==> src/hw/sc_sample_pkg.sv <==
// sample path types; a stored entry keeps only the low DATA_W bits of the sample next to its table index
`default_nettype none

package sc_sample_pkg;

  // width of the word a source presents on sample_data
  localparam int SAMPLE_W = 32;

  // index field, wide enough for a table of eight channels
  localparam int ID_W = 3;

  // data field, the low bits of the sample that fit beside the index
  localparam int DATA_W = 13;

  // one buffered entry, 16 bits, index in the upper bits
  typedef struct packed {
    logic [ID_W-1:0]   id;
    logic [DATA_W-1:0] data;
  } sc_entry_t;

  // states of the channel scan
  // fetch and fetch_wait hold the strobe, store decides and pushes,
  // advance moves the index and checks for stop or reset
  typedef enum logic [2:0] {
    scan_idle,
    scan_fetch,
    scan_fetch_wait,
    scan_store,
    scan_advance
  } sc_scan_e;

endpackage

`default_nettype wire

==> src/hw/sc_cmd_pkg.sv <==
// command bus types; a bus write is a single-cycle wr pulse and only the low address byte selects a register
`default_nettype none

package sc_cmd_pkg;

  // register offsets inside the page selected by addr[15:8]
  // a write of data[7:0] to this offset appends one channel to the table
  localparam logic [7:0] ADDR_NEW_UNIT = 8'd4;

  // a write of data[7:0] to this offset posts a command opcode
  localparam logic [7:0] ADDR_LOCAL_COMMAND = 8'd5;

  // command opcodes as the host writes them into data[7:0]
  // value 4 is unused and the encoding keeps the gap
  typedef enum logic [7:0] {
    cmd_none  = 8'd0,
    cmd_start = 8'd1,
    cmd_stop  = 8'd2,
    cmd_flush = 8'd3,
    cmd_reset = 8'd5
  } sc_cmd_e;

  // one write on the host command bus
  // addr[15:8] carries the page and addr[7:0] the register offset
  // only data[7:0] matters for the registers defined so far
  typedef struct packed {
    logic [15:0] addr;
    logic [31:0] data;
    logic        wr;
  } sc_bus_wr_t;

endpackage

`default_nettype wire
==> src/hw/sample_collector_top.sv <==
// NUM_UNITS may be 1 to 8 and FIFO_DEPTH a power of two of at least 4; only bus writes, no register reads
`default_nettype none

module sample_collector_top #(
  parameter int POSITION   = 242,
  parameter int NUM_UNITS  = 8,
  parameter int FIFO_DEPTH = 16
) (
  input  logic                     clk,
  input  logic                     rst,
  input  sc_cmd_pkg::sc_bus_wr_t   bus,
  output logic [7:0]               channel_select,
  output logic                     sample_strobe,
  input  logic [31:0]              sample_data,
  input  logic                     rd_en,
  output sc_sample_pkg::sc_entry_t sample_out,
  output logic                     sample_valid,
  output logic                     fifo_full,
  output logic                     fifo_almost_full
);
  import sc_cmd_pkg::*;
  import sc_sample_pkg::*;

  sc_cmd_e    cmd;
  logic       cmd_ack;
  logic [2:0] unit_idx;
  logic [7:0] unit_channel;
  logic [3:0] unit_count;
  logic       push;
  sc_entry_t  push_entry;
  logic       credit_return;
  logic       flush;
  logic       pop;
  sc_entry_t  pop_entry;
  logic       pop_valid;
  logic       fifo_empty;

  sc_cmd_regs #(
    .POSITION  (POSITION),
    .NUM_UNITS (NUM_UNITS)
  ) cmd_regs0 (
    .clk          (clk),
    .rst          (rst),
    .bus          (bus),
    .cmd          (cmd),
    .cmd_ack      (cmd_ack),
    .unit_idx     (unit_idx),
    .unit_channel (unit_channel),
    .unit_count   (unit_count)
  );

  // producer, spends one credit per stored entry
  sc_scan_ctrl #(
    .NUM_UNITS  (NUM_UNITS),
    .FIFO_DEPTH (FIFO_DEPTH)
  ) scan_ctrl0 (
    .clk            (clk),
    .rst            (rst),
    .cmd            (cmd),
    .cmd_ack        (cmd_ack),
    .unit_idx       (unit_idx),
    .unit_channel   (unit_channel),
    .unit_count     (unit_count),
    .channel_select (channel_select),
    .sample_strobe  (sample_strobe),
    .sample_data    (sample_data),
    .push           (push),
    .push_entry     (push_entry),
    .credit_return  (credit_return),
    .flush          (flush)
  );

  sc_sample_fifo #(
    .FIFO_DEPTH (FIFO_DEPTH)
  ) fifo0 (
    .clk           (clk),
    .rst           (rst),
    .push          (push),
    .push_entry    (push_entry),
    .pop           (pop),
    .pop_entry     (pop_entry),
    .pop_valid     (pop_valid),
    .credit_return (credit_return),
    .flush         (flush),
    .empty         (fifo_empty),
    .full          (fifo_full),
    .almost_full   (fifo_almost_full)
  );

  // consumer, keeps the host word topped up from the buffer
  sc_readout readout0 (
    .clk          (clk),
    .rst          (rst),
    .pop          (pop),
    .pop_entry    (pop_entry),
    .pop_valid    (pop_valid),
    .fifo_empty   (fifo_empty),
    .flush        (flush),
    .rd_en        (rd_en),
    .sample_out   (sample_out),
    .sample_valid (sample_valid)
  );

endmodule

`default_nettype wire

==> src/hw/sc_readout.sv <==
// one word is held for the host; rd_en while sample_valid is low has no effect
`default_nettype none

module sc_readout (
  input  logic                     clk,
  input  logic                     rst,
  output logic                     pop,
  input  sc_sample_pkg::sc_entry_t pop_entry,
  input  logic                     pop_valid,
  input  logic                     fifo_empty,
  input  logic                     flush,
  input  logic                     rd_en,
  output sc_sample_pkg::sc_entry_t sample_out,
  output logic                     sample_valid
);

  logic in_flight;
  logic slot_free;

  // the slot is free if empty now or being read on this edge
  assign slot_free = !sample_valid || rd_en;

  // no second request while the answer to the first is still on its way
  assign pop = slot_free && !in_flight && !fifo_empty && !flush;

  always_ff @(posedge clk) begin
    if (rst || flush) begin
      sample_valid <= 1'b0;
      in_flight    <= 1'b0;
    end else begin
      // the buffer answers exactly one cycle after the request
      in_flight <= pop;
      if (pop_valid) begin
        sample_valid <= 1'b1;
      end else if (rd_en) begin
        sample_valid <= 1'b0;
      end
    end
  end

  always_ff @(posedge clk) begin
    if (pop_valid) begin
      sample_out <= pop_entry;
    end
  end

endmodule

`default_nettype wire

==> src/hw/sc_sample_fifo.sv <==
// FIFO_DEPTH must be a power of two; a push into a full buffer is dropped, which credit flow prevents
`default_nettype none

module sc_sample_fifo #(
  parameter int FIFO_DEPTH = 16
) (
  input  logic                     clk,
  input  logic                     rst,
  input  logic                     push,
  input  sc_sample_pkg::sc_entry_t push_entry,
  input  logic                     pop,
  output sc_sample_pkg::sc_entry_t pop_entry,
  output logic                     pop_valid,
  output logic                     credit_return,
  input  logic                     flush,
  output logic                     empty,
  output logic                     full,
  output logic                     almost_full
);
  import sc_sample_pkg::*;

  localparam int PTR_W = $clog2(FIFO_DEPTH);
  localparam int CNT_W = $clog2(FIFO_DEPTH + 1);

  sc_entry_t mem [FIFO_DEPTH];

  logic [PTR_W-1:0] wr_ptr;
  logic [PTR_W-1:0] rd_ptr;
  logic [CNT_W-1:0] count;
  logic             do_push;
  logic             do_pop;

  assign empty       = (count == '0);
  assign full        = (count == CNT_W'(FIFO_DEPTH));
  // two or fewer slots left
  assign almost_full = (count >= CNT_W'(FIFO_DEPTH - 2));
  assign do_push     = push && !full && !flush;
  assign do_pop      = pop && !empty && !flush;

  // every entry that leaves hands one credit back to the scan
  assign credit_return = pop_valid;

  always_ff @(posedge clk) begin
    if (do_push) begin
      mem[wr_ptr] <= push_entry;
    end
    if (do_pop) begin
      pop_entry <= mem[rd_ptr];
    end
  end

  // pointers wrap on their own since the depth is a power of two
  always_ff @(posedge clk) begin
    if (rst || flush) begin
      wr_ptr    <= '0;
      rd_ptr    <= '0;
      count     <= '0;
      pop_valid <= 1'b0;
    end else begin
      if (do_push) begin
        wr_ptr <= wr_ptr + 1'b1;
      end
      if (do_pop) begin
        rd_ptr <= rd_ptr + 1'b1;
      end
      count     <= count + CNT_W'(do_push) - CNT_W'(do_pop);
      pop_valid <= do_pop;
    end
  end

endmodule

`default_nettype wire

==> src/hw/sc_scan_ctrl.sv <==
// the source must present sample_data by the second strobe cycle and hold it until the store decision is taken
`default_nettype none

module sc_scan_ctrl #(
  parameter int NUM_UNITS  = 8,
  parameter int FIFO_DEPTH = 16
) (
  input  logic                     clk,
  input  logic                     rst,
  input  sc_cmd_pkg::sc_cmd_e      cmd,
  output logic                     cmd_ack,
  output logic [2:0]               unit_idx,
  input  logic [7:0]               unit_channel,
  input  logic [3:0]               unit_count,
  output logic [7:0]               channel_select,
  output logic                     sample_strobe,
  input  logic [31:0]              sample_data,
  output logic                     push,
  output sc_sample_pkg::sc_entry_t push_entry,
  input  logic                     credit_return,
  output logic                     flush
);
  import sc_cmd_pkg::*;
  import sc_sample_pkg::*;

  localparam int CREDIT_W = $clog2(FIFO_DEPTH + 1);

  sc_scan_e state;
  sc_scan_e state_next;

  logic [2:0]          idx_q;
  logic [CREDIT_W-1:0] credit_q;
  logic                sample_new;
  logic                advance_idx;
  logic                clear_idx;
  logic                clear_last;

  // last value that went into the buffer, per table slot
  logic [SAMPLE_W-1:0] last_q [NUM_UNITS];

  assign unit_idx       = idx_q;
  assign channel_select = unit_channel;
  assign sample_new     = (sample_data != last_q[idx_q]);
  assign push_entry     = '{id: idx_q, data: sample_data[DATA_W-1:0]};

  always_comb begin
    state_next    = state;
    cmd_ack       = 1'b0;
    flush         = 1'b0;
    sample_strobe = 1'b0;
    push          = 1'b0;
    advance_idx   = 1'b0;
    clear_idx     = 1'b0;
    clear_last    = 1'b0;
    case (state)
      scan_idle: begin
        // every command is taken here, start only runs with channels present
        case (cmd)
          cmd_start: begin
            cmd_ack = 1'b1;
            if (unit_count != 4'd0) begin
              state_next = scan_fetch;
            end
          end
          cmd_flush: begin
            cmd_ack = 1'b1;
            flush   = 1'b1;
          end
          cmd_stop: begin
            cmd_ack = 1'b1;
          end
          cmd_reset: begin
            cmd_ack    = 1'b1;
            flush      = 1'b1;
            clear_last = 1'b1;
            clear_idx  = 1'b1;
          end
          default: begin
            cmd_ack = 1'b0;
          end
        endcase
      end
      // two strobe cycles give the source time to set up its word
      scan_fetch: begin
        sample_strobe = 1'b1;
        state_next    = scan_fetch_wait;
      end
      scan_fetch_wait: begin
        sample_strobe = 1'b1;
        state_next    = scan_store;
      end
      // an unchanged sample costs nothing, a new one waits here for a credit
      scan_store: begin
        if (!sample_new) begin
          state_next = scan_advance;
        end else if (credit_q != '0) begin
          push       = 1'b1;
          state_next = scan_advance;
        end
      end
      scan_advance: begin
        advance_idx = 1'b1;
        state_next  = scan_fetch;
        if (cmd == cmd_reset) begin
          cmd_ack    = 1'b1;
          flush      = 1'b1;
          clear_last = 1'b1;
          clear_idx  = 1'b1;
          state_next = scan_idle;
        end else if (cmd == cmd_stop) begin
          cmd_ack    = 1'b1;
          state_next = scan_idle;
        end
      end
      default: begin
        state_next = scan_idle;
      end
    endcase
  end

  always_ff @(posedge clk) begin
    if (rst) begin
      state <= scan_idle;
    end else begin
      state <= state_next;
    end
  end

  // index steps round the registered channels, a reset restarts it at 0
  always_ff @(posedge clk) begin
    if (rst || clear_idx) begin
      idx_q <= 3'd0;
    end else if (advance_idx) begin
      if (({1'b0, idx_q} + 4'd1) >= unit_count) begin
        idx_q <= 3'd0;
      end else begin
        idx_q <= idx_q + 3'd1;
      end
    end
  end

  // a credit coming back and a push in the same cycle cancel out
  always_ff @(posedge clk) begin
    if (rst || flush) begin
      credit_q <= CREDIT_W'(FIFO_DEPTH);
    end else begin
      credit_q <= credit_q + CREDIT_W'(credit_return) - CREDIT_W'(push);
    end
  end

  always_ff @(posedge clk) begin
    if (rst || clear_last) begin
      for (int i = 0; i < NUM_UNITS; i++) begin
        last_q[i] <= '0;
      end
    end else if (push) begin
      last_q[idx_q] <= sample_data;
    end
  end

endmodule

`default_nettype wire

==> src/hw/sc_cmd_regs.sv <==
// holds at most NUM_UNITS channels; writes beyond a full table and unknown opcodes are dropped silently
`default_nettype none

module sc_cmd_regs #(
  parameter int POSITION  = 242,
  parameter int NUM_UNITS = 8
) (
  input  logic                   clk,
  input  logic                   rst,
  input  sc_cmd_pkg::sc_bus_wr_t bus,
  output sc_cmd_pkg::sc_cmd_e    cmd,
  input  logic                   cmd_ack,
  input  logic [2:0]             unit_idx,
  output logic [7:0]             unit_channel,
  output logic [3:0]             unit_count
);
  import sc_cmd_pkg::*;

  // channel numbers in registration order, 255 marks a free slot
  logic [7:0] chan_table [NUM_UNITS];

  logic page_hit;
  logic new_unit_wr;
  logic command_wr;
  logic table_full;
  logic opcode_ok;
  logic reset_ack;

  // a write belongs to this block only when the page byte matches
  assign page_hit    = bus.wr && (bus.addr[15:8] == 8'(POSITION));
  assign new_unit_wr = page_hit && (bus.addr[7:0] == ADDR_NEW_UNIT);
  assign command_wr  = page_hit && (bus.addr[7:0] == ADDR_LOCAL_COMMAND);
  assign table_full  = (unit_count >= 4'(NUM_UNITS));

  // the reset acknowledge wipes the table and wins over any write in that cycle
  assign reset_ack = cmd_ack && (cmd == cmd_reset);

  // only opcodes that the scan knows are latched
  always_comb begin
    case (bus.data[7:0])
      8'd1, 8'd2, 8'd3, 8'd5: opcode_ok = 1'b1;
      default:                opcode_ok = 1'b0;
    endcase
  end

  always_ff @(posedge clk) begin
    if (rst) begin
      for (int i = 0; i < NUM_UNITS; i++) begin
        chan_table[i] <= 8'hff;
      end
      unit_count <= 4'd0;
      cmd        <= cmd_none;
    end else begin
      // the scan has taken the command, so it is gone
      if (cmd_ack) begin
        cmd <= cmd_none;
      end
      if (reset_ack) begin
        for (int i = 0; i < NUM_UNITS; i++) begin
          chan_table[i] <= 8'hff;
        end
        unit_count <= 4'd0;
      end else begin
        // new channels fill the next free slot
        if (new_unit_wr && !table_full) begin
          chan_table[unit_count[2:0]] <= bus.data[7:0];
          unit_count                  <= unit_count + 4'd1;
        end
        // a fresh command overrides whatever is still pending
        if (command_wr && opcode_ok) begin
          cmd <= sc_cmd_e'(bus.data[7:0]);
        end
      end
    end
  end

  // the scan picks the slot, slots past the table size read as empty
  always_comb begin
    unit_channel = 8'hff;
    if (int'(unit_idx) < NUM_UNITS) begin
      unit_channel = chan_table[unit_idx];
    end
  end

endmodule

`default_nettype wire

==> config.mk <==
export PLATFORM = sky130hd
export DESIGN_NAME = sample_collector_top
export DESIGN_NICKNAME = d
export VERILOG_FILES = /design/src/hw/sc_sample_pkg.sv /design/src/hw/sc_cmd_pkg.sv /design/src/hw/sample_collector_top.sv /design/src/hw/sc_readout.sv /design/src/hw/sc_sample_fifo.sv /design/src/hw/sc_scan_ctrl.sv /design/src/hw/sc_cmd_regs.sv
export SDC_FILE = /design/constraint.sdc
export NUM_CORES = 1
export LEC_CHECK = 0
export ABC_AREA = 1
export BUFFER_PORTS_ARGS = -buffer_cell sky130_fd_sc_hd__buf_2
export CORE_MARGIN = 2
export CORE_UTILIZATION = 40
export CTS_CLUSTER_SIZE = 8
export DETAILED_ROUTE_END_ITERATION = 6
export PLACE_DENSITY = 0.62
export RECOVER_POWER = 100
export SLEW_MARGIN = 0
export SYNTH_ARGS = -nofsm -noshare
export SYNTH_HDL_FRONTEND = slang
export SYNTH_SLANG_ARGS = --single-unit
==> constraint.sdc <==
create_clock -name clk -period 7.3 [get_ports clk]
set_clock_uncertainty 0.1 [all_clocks]
set_input_delay 1.095 -clock clk [delete_from_list [all_inputs] [get_ports clk]]
set_output_delay 1.095 -clock clk [all_outputs]
set_load 0.005 [all_outputs]
==> metrics.yaml, run 1 <==
finalCritPeriodShare: 0.824
postCtsResizedCells: 0
groute.usage.overall: 0.191
required_ps: 7370
io_buffer_count: 87
htreeDepth: 3
ys_top_cells_by_area: "edfxtp_1, nand2_1, nor2_1, nand3_1, dfxtp_1"
finalSetupTns_ps: 0
cts_max_path_buffers: 3
firstDrtPassIters: 5
status: "finished, violations left"
crit_path_top_delay_cell: "inv_1"
period_minus_slack_ps: 6020
ir_drop_uv: 183
fmax_mhz: 166
reg2reg_depth: 18
hold_slack_ps: 317
maxCapViolations: 4
cts_buffers: 91
cp_max_fo: 34
synth-seq-area-share: 0.666
worstHoldEndpoint: "readout0.sample_out[14]"
power.total_uw: 9400
wl_per_cell_um: 19.0
drive_gt1_frac: 0.0728
avgSynthCellArea_sq_um: 10.7
crit_path_end_kind: "flip-flop"
antenna_found_initial: 1
numClockSinks: 650
synth_fp_nets: 2791
arrival_ps: 6090
pin_count: 112
die_h_um: 272
synth_top_flop_cell: "edfxtp_1"
startpoint_type: "flip-flop"
start_util: 0.402
dpl.hpwl_um: 38800
core_area_sq_um: 71200
die_x_um: 272
grt_pass1_wl_um: 109000
clk_pin_slew_worst_paths_ps: 50
clock_latency_ps: 630
crit_top_cell: "nand2_1"
hold_viol: 0
vias_per_cell: 5.25
synth.distinct_cells: 42
wl_um: 70600
leakagePower_uw: 0.0118
hold_class: "flip-flop to flip-flop"
critical_path_class: "flip-flop to flip-flop"
cts_tree: "done"
vias: 19600
whs_path_depth: 0
power_density_nw_per_um2: 292
tightest_slew_ps: 3170
drt-initial-drc-count: 1702
r2r_slack_ps: 1280
syn_area_sq_um: 28700
synth_top_area_cell: "edfxtp_1"
synth_seq_cells: 650
diodes: 0
grt_start_max_net_pins: 174
ys_async_sr_fraction: 0
rsz0062_at_grt: "false"
crit_buf_inv: 3
die_area_sq_um: 73800
r2r-end: "scan_ctrl0.last_q[2][10]"
min-delay-start: "fifo0.pop_entry[14]"
maxSlewHeadroom: -1.11
ant_nets: 0
yosys_warnings: 0
path_delay_family: "simple AND/OR/NAND/NOR gates"
synth-edff-count: 608
area_delta_synth_final_pct: 12.3
synth_top_area_share: 0.637
crit_chain: "inv_1, buf_4, nor2_1, nand2_1, nand2_1, nand2_1, nand2_1, nand2_1, nand3_1, nor2_1, nand2_1, nor2_1, nand2_4, nand2_1, nor2_8, nand2_4, nand2_1, clkbuf_2"
row_count: 98
ctsHoldBuffers: 0
cts_setup_buffers: 0
drc_errors: 0
grt_pass1_vias: 19600
setup_viol: 0
violations: "max-capacitance violations, max-slew violations"
place_congestion: 0.801
grt_overflow: 0
layout.nets: 2865
slowest_delay_ps: 1080
slew_violations: 187
synthCells: 2678
root_buffer: "clkbuf_16"
cell type report:
type / count / area [sq um]
flip-flops and latches: 650 / 19100
fillers: 6528 / 39000
multi-input cells: 1674 / 8010
well taps: 950 / 1190
inverters: 210 / 792
clock buffers: 110 / 2410
clock inverters: 6 / 66.3
repair buffers: 125 / 622
state kept, by name, indices dropped and copies added (netlist names), named ones only:
register / cells
scan_ctrl0.last_q: 256
fifo0.rd_ptr: 4
readout0.in_flight: 1
fifo0.credit_return: 1
scan_ctrl0.state: 3
fifo0.pop_entry: 16
scan_ctrl0.unit_idx: 3
readout0.sample_out: 16
cmd_regs0.cmd: 8
fifo0.wr_ptr: 4
fifo0.count: 5
cmd_regs0.unit_count: 4
readout0.sample_valid: 1
cmd_regs0.chan_table: 64
fifo0.mem: 256
scan_ctrl0.credit_q: 5
metrics by stage:
step,area [sq um],cells,worst slack [ps],utilization
5_1_grt,32200,3725,943,0.452
2_1_floorplan,28700,2678,2530,-
6_report,32200,3725,1280,0.452
3_3_place_gp,29900,3609,2130,0.420
3_5_place_dp,29900,3609,2100,0.420
4_1_cts,32400,3725,2080,0.455
routing by layer:
| metal | wire, um | global-route usage | vias up |
|---|---|---|---|
| li1 | - | - | 9288 |
| met1 | 28600 | 0.238 | 9438 |
| met2 | 35300 | 0.337 | 702 |
| met3 | 4970 | 0.0309 | 134 |
| met4 | 1700 | 0.0638 | 2 |
| met5 | 13 | 0 | - |
worst reg2reg max path, delay by kind of cell (launching register included):
family / cells / cell delay (ps)
DFF: 1 / 500
buffers and inverters: 3 / 2360
and+or+nand+nor: 15 / 2570
power breakdown:
group,leakage (uW),internal (uW),switching [uW]
combinational,0.00475,410,739
sequential,0.00580,4320,188
clock,0.00121,2280,1460
cells in the mapped netlist (2+ instances only):
library cell  count
ha_1             27
nand4_1           9
xnor2_1           2
o211ai_1         11
o32ai_1          11
mux2i_1          51
inv_2             4
fa_1              2
o21ai_0         112
buf_2            37
nand3b_1          2
clkinv_1         40
inv_1           166
dfxtp_1          42
nand2_4           8
buf_6            21
nor4_1            3
o221ai_1         51
edfxtp_1        608
nand3_1         202
buf_4            12
or2_2             6
nor2_1          486
o21ai_1          12
a21oi_1          24
xor2_1            5
nand2_1         566
nor3_2            3
a31oi_1           9
o22ai_1          10
buf_1             7
clkbuf_1         66
nor3_1           54
cells in the final DEF, fill, tap and decap left out, types with 3 or more instances in the layout:
master,n
buf_4,12
o21ai_1,12
edfxtp_1,608
o211ai_1,11
nand2_4,8
nand2_2,4
clkinv_8,3
buf_2,57
o22ai_1,10
a31oi_1,9
nor3_2,3
inv_1,166
mux2i_1,51
dfxtp_1,39
nand3_1,202
or2_2,3
or2_0,3
nand2_1,563
nor2_1,485
clkbuf_1,67
o221ai_1,51
nand4_1,9
xor2_1,5
o32ai_1,11
clkinv_1,41
nor3_1,54
clkbuf_2,3
clkbuf_16,94
a21oi_1,24
nor4_1,3
ha_1,27
o21ai_0,111
how the worst max path moves through the flow:
stage / endpoint / slack (ps) / cells past startpoint
2_1_floorplan: scan_ctrl0.last_q[6][0] / 2530 / 10
3_3_place_gp: scan_ctrl0.last_q[0][17] / 2130 / 16
3_5_place_dp: scan_ctrl0.last_q[0][16] / 2100 / 16
4_1_cts: scan_ctrl0.last_q[0][25] / 2080 / 16
5_1_grt: fifo0.mem[10][15] / 940 / 16
6_report: scan_ctrl0.last_q[2][10] / 1280 / 18
logic make-up (layout without fill, tap and decap cells):
kind of cell,after synthesis,after routing,share of synthesized area
flops,650,650,0.666
xor+xnor,7,7,0.00214
simple gates,1345,1345,0.193
mux,51,51,0.0178
compound gates,242,242,0.0523
buf+inv,354,451,0.0551
fa+ha+maj,29,29,0.0132
No activity file was read; power rests on OpenSTA's default activity.
==> inputs of run 2 (changes only) <==
==> constraint.sdc (replaced) <==
create_clock -name clk -period 6.2 [get_ports clk]
set_clock_uncertainty 0.1 [all_clocks]
set_input_delay 0.93 -clock clk [delete_from_list [all_inputs] [get_ports clk]]
set_output_delay 0.93 -clock clk [all_outputs]
set_load 0.005 [all_outputs]
==> run 2 against run 1 <==
  * The run still ends with max-capacitance violations, max-slew violations left
  * Critical path depth shrank 1
  * Power grew 18%
  * Clock power rose by 18%
  * Sequential power is 17% higher
  * Highest routed layer unchanged
==> metrics.yaml, run 2 (synthesized netlist as in run 1, its figures left out) <==
status: "finished, violations left"
violations: "max-capacitance violations, max-slew violations"
ir_drop_uv: 249  # +36%
p_switching_uw: 2840  # +19%
maxSlewHeadroom: -0.915  # +0.197
finalCritPeriodShare: 0.857  # +0.0328
layout.nets: 2865  # unchanged
fillCellCount: 6511  # -0.26%
power.total_uw: 11100  # +18%
critical_path_class: "flip-flop to flip-flop"
wl_per_cell_um: 18.9  # -0.49%
pwr-share-clk: 0.398  # about the same
period_minus_slack_ps: 5310  # -703 ps
pin_count: 112  # unchanged
cts_max_path_buffers: 3  # unchanged
hold_viol: 0  # unchanged
finish.instance_area_sq_um: 32200  # about the same
crit_top_cell: "nand2_1"
stdcell_count: 3725  # unchanged
place_congestion: 0.805  # +0.51%
groute.usage.overall: 0.188  # -0.00251
arrival_ps: 5520  # -570 ps
ctsHoldBuffers: 0  # unchanged
io_buffer_count: 87  # unchanged
vias: 19500  # -0.44%
root_buffer: "clkbuf_16"
startpoint_type: "flip-flop"
firstDrtPassIters: 6  # +1
top_regs: "fifo0.mem (256), scan_ctrl0.last_q (256), cmd_regs0.chan_table (64)"
dpl.hpwl_um: 38800  # about the same
pwr-share-seq: 0.478  # -0.002
grt_overflow: 0  # unchanged
power_density_nw_per_um2: 344  # +18%
comb_power_share: 0.124  # +0.002
most-common-layout-cells: "edfxtp_1, nand2_1, nor2_1, nand3_1, inv_1"
numClockSinks: 650  # unchanged
crit_path_top_delay_cell: "nor3_1"
clk_pin_slew_worst_paths_ps: 50  # about the same
htreeDepth: 3  # unchanged
die_area_sq_um: 73800  # unchanged
crit_path_end_kind: "flip-flop"
area_delta_synth_final_pct: 12.3  # about the same
wl_um: 70300  # -0.49%
hold_class: "flip-flop to flip-flop"
rsz0062_at_grt: "false"
place_inst: 3609  # unchanged
leakagePower_uw: 0.0117  # -0.16%
grt_pass1_vias: 19100  # -2.5%
maxCapViolations: 5  # +1
diodes: 0  # unchanged
cts_setup_buffers: 0  # unchanged
cts_buffers: 91  # unchanged
intPower_uw: 8220  # +17%
postCtsResizedCells: 0  # unchanged
start_util: 0.402  # unchanged
crit_chain: "buf_4, nor2_1, nor2_1, o21ai_1, nand3_1, nand2_1, nand2_1, nand2_1, nand2_1, nor2_1, nand2_1, nor2_1, nand2_1, nand3_1, clkbuf_1, nor3_1, buf_4"
grt_start_max_net_pins: 148  # -15%
die_h_um: 272  # unchanged
final_common_cell: "edfxtp_1"
setup_viol: 0  # unchanged
slew_violations: 103  # -45%
drive_gt1_frac: 0.0750  # +0.00216
drt-initial-drc-count: 1685  # -1.0%
die_x_um: 272  # unchanged
fmax_mhz: 188  # +13%
cts_tree: "done"
row_count: 98  # unchanged
drc_errors: 0  # unchanged
ant_nets: 0  # unchanged
grt_pass1_wl_um: 107000  # -1.7%
cp_max_fo: 73  # +110%
slowest_delay_ps: 1250  # +170 ps
tightest_slew_ps: 2870  # -296 ps
core_area_sq_um: 71200  # unchanged
antenna_found_initial: 1  # unchanged
placed_area_sq_um: 29900  # about the same
finalSetupTns_ps: 0  # unchanged
vias_per_cell: 5.23  # -0.44%
swShare: 0.257  # +0.00233
min-delay-start: "fifo0.pop_entry[11]"
clock_latency_ps: 640  # about the same
required_ps: 6410  # -960 ps
## run 2: power groups by stage
stage	clock network [uW]	logic, uW	registers (uW)
after global placement	0	1320	5360
after CTS	4470	1370	5290
after floorplan	0	1020	5240
after global routing	4640	1530	5320
after detailed placement	0	1370	5370
final	4400	1370	5290
## run 2: area by class of cell
type,count,area (sq um),share of cell area
Clock buffer,110,2390,0.0743
Timing Repair Buffer,125,616,0.0191
Inverter,210,795,0.0247
Multi-Input combinational cell,1674,8010,0.249
Tap cell,950,1190,0.0369
Clock inverter,6,67.6,0.00210
Sequential cell,650,19100,0.594
## run 2: through the flow
step / utilization / worst slack, ps / hold slack [ps]
floorplan: - / 1590 / 300
global placement: 0.420 / 1320 / 304
detailed placement: 0.420 / 1330 / 305
CTS: 0.455 / 1310 / 315
global route: 0.452 / 518 / 315
finish: 0.452 / 887 / 310
## run 2: routing by layer
layer / global-route usage / part of all wire
met1: 0.237 / 0.42
met2: 0.328 / 0.50
met3: 0.0326 / 0.059
met4: 0.0636 / 0.028
met5: 0 / 0.00018
## run 2: worst max-delay path, delay by kind of cell (launching register included)
kind | cells | cell delay, ps
compound gates | 1 | 80
buf+inv | 3 | 1550
flops | 1 | 620
simple gates | 13 | 2570
## run 2: path summary, 6_finish.rpt
path | to | slack [ps] | depth (start not counted)
worst max-delay path | fifo0.mem[11][8] | 890 | 17
worst min-delay path | readout0.sample_out[11] | 310 | 0
worst max register to register | fifo0.mem[11][8] | 890 | 17
worst min register to register | readout0.sample_out[11] | 310 | 0
==> inputs of run 3 (changes only) <==
--- a/config.mk
+++ b/config.mk
@@ -11,6 +11,7 @@
 export CORE_UTILIZATION = 40
 export CTS_CLUSTER_SIZE = 8
 export DETAILED_ROUTE_END_ITERATION = 6
+export GPL_TIMING_DRIVEN = 0
 export PLACE_DENSITY = 0.62
 export RECOVER_POWER = 100
 export SLEW_MARGIN = 0
==> run 3 against run 2 <==
  * The flow finishes with violations (design-rule violations, max-capacitance violations, max-slew violations)
  * Via count rose by 7.3%
  * Non-clock buffer count rose by 133
  * Sequential share of layout area fell by 1.3 points
  * Die area did not move
  * First-iteration DRC count rose by 19%
  * Clock power rose by 3%
  * Power rose by 2.4%
  * Register-to-register slack improved by 40 ps
  * Sequential power fell by 2%
  * Final area rose by 2.2%
  * Critical endpoint is now scan_ctrl0.last_q[0][7]
==> metrics.yaml, run 3 (synthesized netlist as in run 1, its figures left out) <==
setup_viol: 0  # unchanged
rsz0062_at_grt: "false"
place_inst: 3742  # +3.7%
diodes: 0  # unchanged
groute.usage.overall: 0.224  # +0.0353
wl_um: 83700  # +19%
cts_buffers: 91  # unchanged
status: "finished, violations left"
die_x_um: 272  # unchanged
r2r-end: "scan_ctrl0.last_q[0][7]"
drt-initial-drc-count: 2001  # +19%
maxSlewHeadroom: -0.0314  # +0.884
stdcell_count: 3877  # +4.1%
row_count: 98  # unchanged
wl_per_cell_um: 21.6  # +14%
cts_setup_buffers: 0  # unchanged
power_density_nw_per_um2: 344  # +0.16%
critical_path_class: "flip-flop to flip-flop"
setup_slack_ps: 930  # +43.1 ps
cts_tree: "done"
grt_pass1_wl_um: 124000  # +15%
ctsHoldBuffers: 0  # unchanged
hold_viol: 0  # unchanged
clock_latency_ps: 640  # about the same
drc_errors: 1  # +1
firstDrtPassIters: 7  # +1
layout.nets: 2998  # +4.6%
maxCapViolations: 2  # -3
violations: "design-rule violations, max-capacitance violations, max-slew violations"
antenna_found_initial: 0  # -1
final_common_cell: "edfxtp_1"
ir_drop_uv: 210  # -16%
hold_class: "flip-flop to flip-flop"
r2r_slack_ps: 930  # +40 ps
clk_pin_slew_worst_paths_ps: 50  # about the same
reg2reg_depth: 17  # unchanged
drive_gt1_frac: 0.0810  # +0.00602
postCtsResizedCells: 0  # unchanged
arrival_ps: 5520  # about the same
htreeDepth: 3  # unchanged
most-common-layout-cells: "edfxtp_1, nand2_1, nor2_1, nand3_1, inv_1"
ant_nets: 0  # unchanged
die_area_sq_um: 73800  # unchanged
grt_overflow: 0  # unchanged
period_minus_slack_ps: 5270  # -43.1 ps
vias: 20900  # +7.3%
fmax_mhz: 190  # +0.82%
pin_count: 112  # unchanged
vias_per_cell: 5.39  # +3.1%
crit_path_end_kind: "flip-flop"
io_buffer_count: 87  # unchanged
start_util: 0.402  # unchanged
startpoint_type: "flip-flop"
required_ps: 6450  # +40 ps
grt_pass1_vias: 20200  # +5.8%
numClockSinks: 650  # unchanged
finalCritPeriodShare: 0.850  # -0.00695
leakagePower_uw: 0.0120  # +2.1%
top_regs: "fifo0.mem (256), scan_ctrl0.last_q (256), cmd_regs0.chan_table (64)"
place_ws_ps: 1710  # +380 ps
grt_start_max_net_pins: 29  # -80%
fillCellCount: 6506  # -0.077%
cts_max_path_buffers: 3  # unchanged
die_h_um: 272  # unchanged
dpl.hpwl_um: 54800  # +41%
area_delta_synth_final_pct: 14.8
critPathCapture: "scan_ctrl0.last_q[0][7]"
tightest_slew_ps: 1540  # -1340 ps
core_area_sq_um: 71200  # unchanged
cp_max_fo: 22  # -70%
slew_violations: 19  # -82%
root_buffer: "clkbuf_16"
place_congestion: 0.867  # +7.6%
[run 3: cell types whose count changed in the layout (fill, tap and decap cells not counted), moves of 5 or more]
cell	change
clkbuf_1	+101
buf_12	+5
buf_2	+37
buf_1	+5
nand2_4	-7
buf_6	+10
nand2_1	+9
[run 3: critical path, cell delays in order, from the launching register on]
cell and delay, ps:
dfxtp_1 380, clkbuf_1 530, clkbuf_1 610, nand2_1 140, nand2_1 100, nand3_1 110, nand3_1 140, nand3_1 90
nor2_1 140, nand2_1 90, nor2_1 230, nand2_1 300, nand2_1 280, nor2_8 60, nand2_1 270, clkbuf_1 610
nand2_2 450, buf_12 320
[run 3: power by group]
part | internal (uW) | total, uW | switching, uW
registers | 5080 | 5170 | 94.1
clock network | 2730 | 4530 | 1800
logic | 502 | 1620 | 1120
total | 8310 | 11300 | 3010
[run 3: metal layers]
layer,wire (um),share of wire,vias up,track usage
met2,39900,0.48,1060,0.374
met5,0,0,-,0
met3,7470,0.089,233,0.0382
met4,3650,0.044,0,0.0943
met1,32700,0.39,10000,0.288
li1,-,-,9580,-
[run 3: how the worst min path moves through the flow]
stage                                    from                 endpoint  slack [ps]  depth (start not counted)
after floorplan            fifo0.pop_entry[0]   readout0.sample_out[0]         300                          0
after global placement    fifo0.pop_entry[11]  readout0.sample_out[11]         300                          0
after detailed placement   fifo0.pop_entry[0]   readout0.sample_out[0]         300                          0
after CTS                 fifo0.pop_entry[11]  readout0.sample_out[11]         310                          0
after global routing      fifo0.pop_entry[11]  readout0.sample_out[11]         310                          0
final                     fifo0.pop_entry[11]  readout0.sample_out[11]         310                          0
[run 3: layout make-up]
type | instances | area, sq um | area share
Clock inverter | 6 | 96.3 | 0.00293
Sequential cell | 650 | 19100 | 0.581
Multi-Input combinational cell | 1674 | 7940 | 0.241
Tap cell | 950 | 1190 | 0.0361
Clock buffer | 129 | 2440 | 0.0742
Buffer | 144 | 656 | 0.0199
Inverter | 210 | 788 | 0.0240
Timing Repair Buffer | 114 | 691 | 0.0210
[run 3: stage by stage]
step	utilization	total power, uW	TNS [ps]	hold WS, ps	instance area (sq um)
global placement	0.425	6810	-54540	304	30300
floorplan	-	6250	0	300	28700
detailed placement	0.432	6880	0	305	30800
finish	0.462	11300	0	307	32900
CTS	0.468	11400	0	308	33300
global route	0.462	11700	0	309	32900
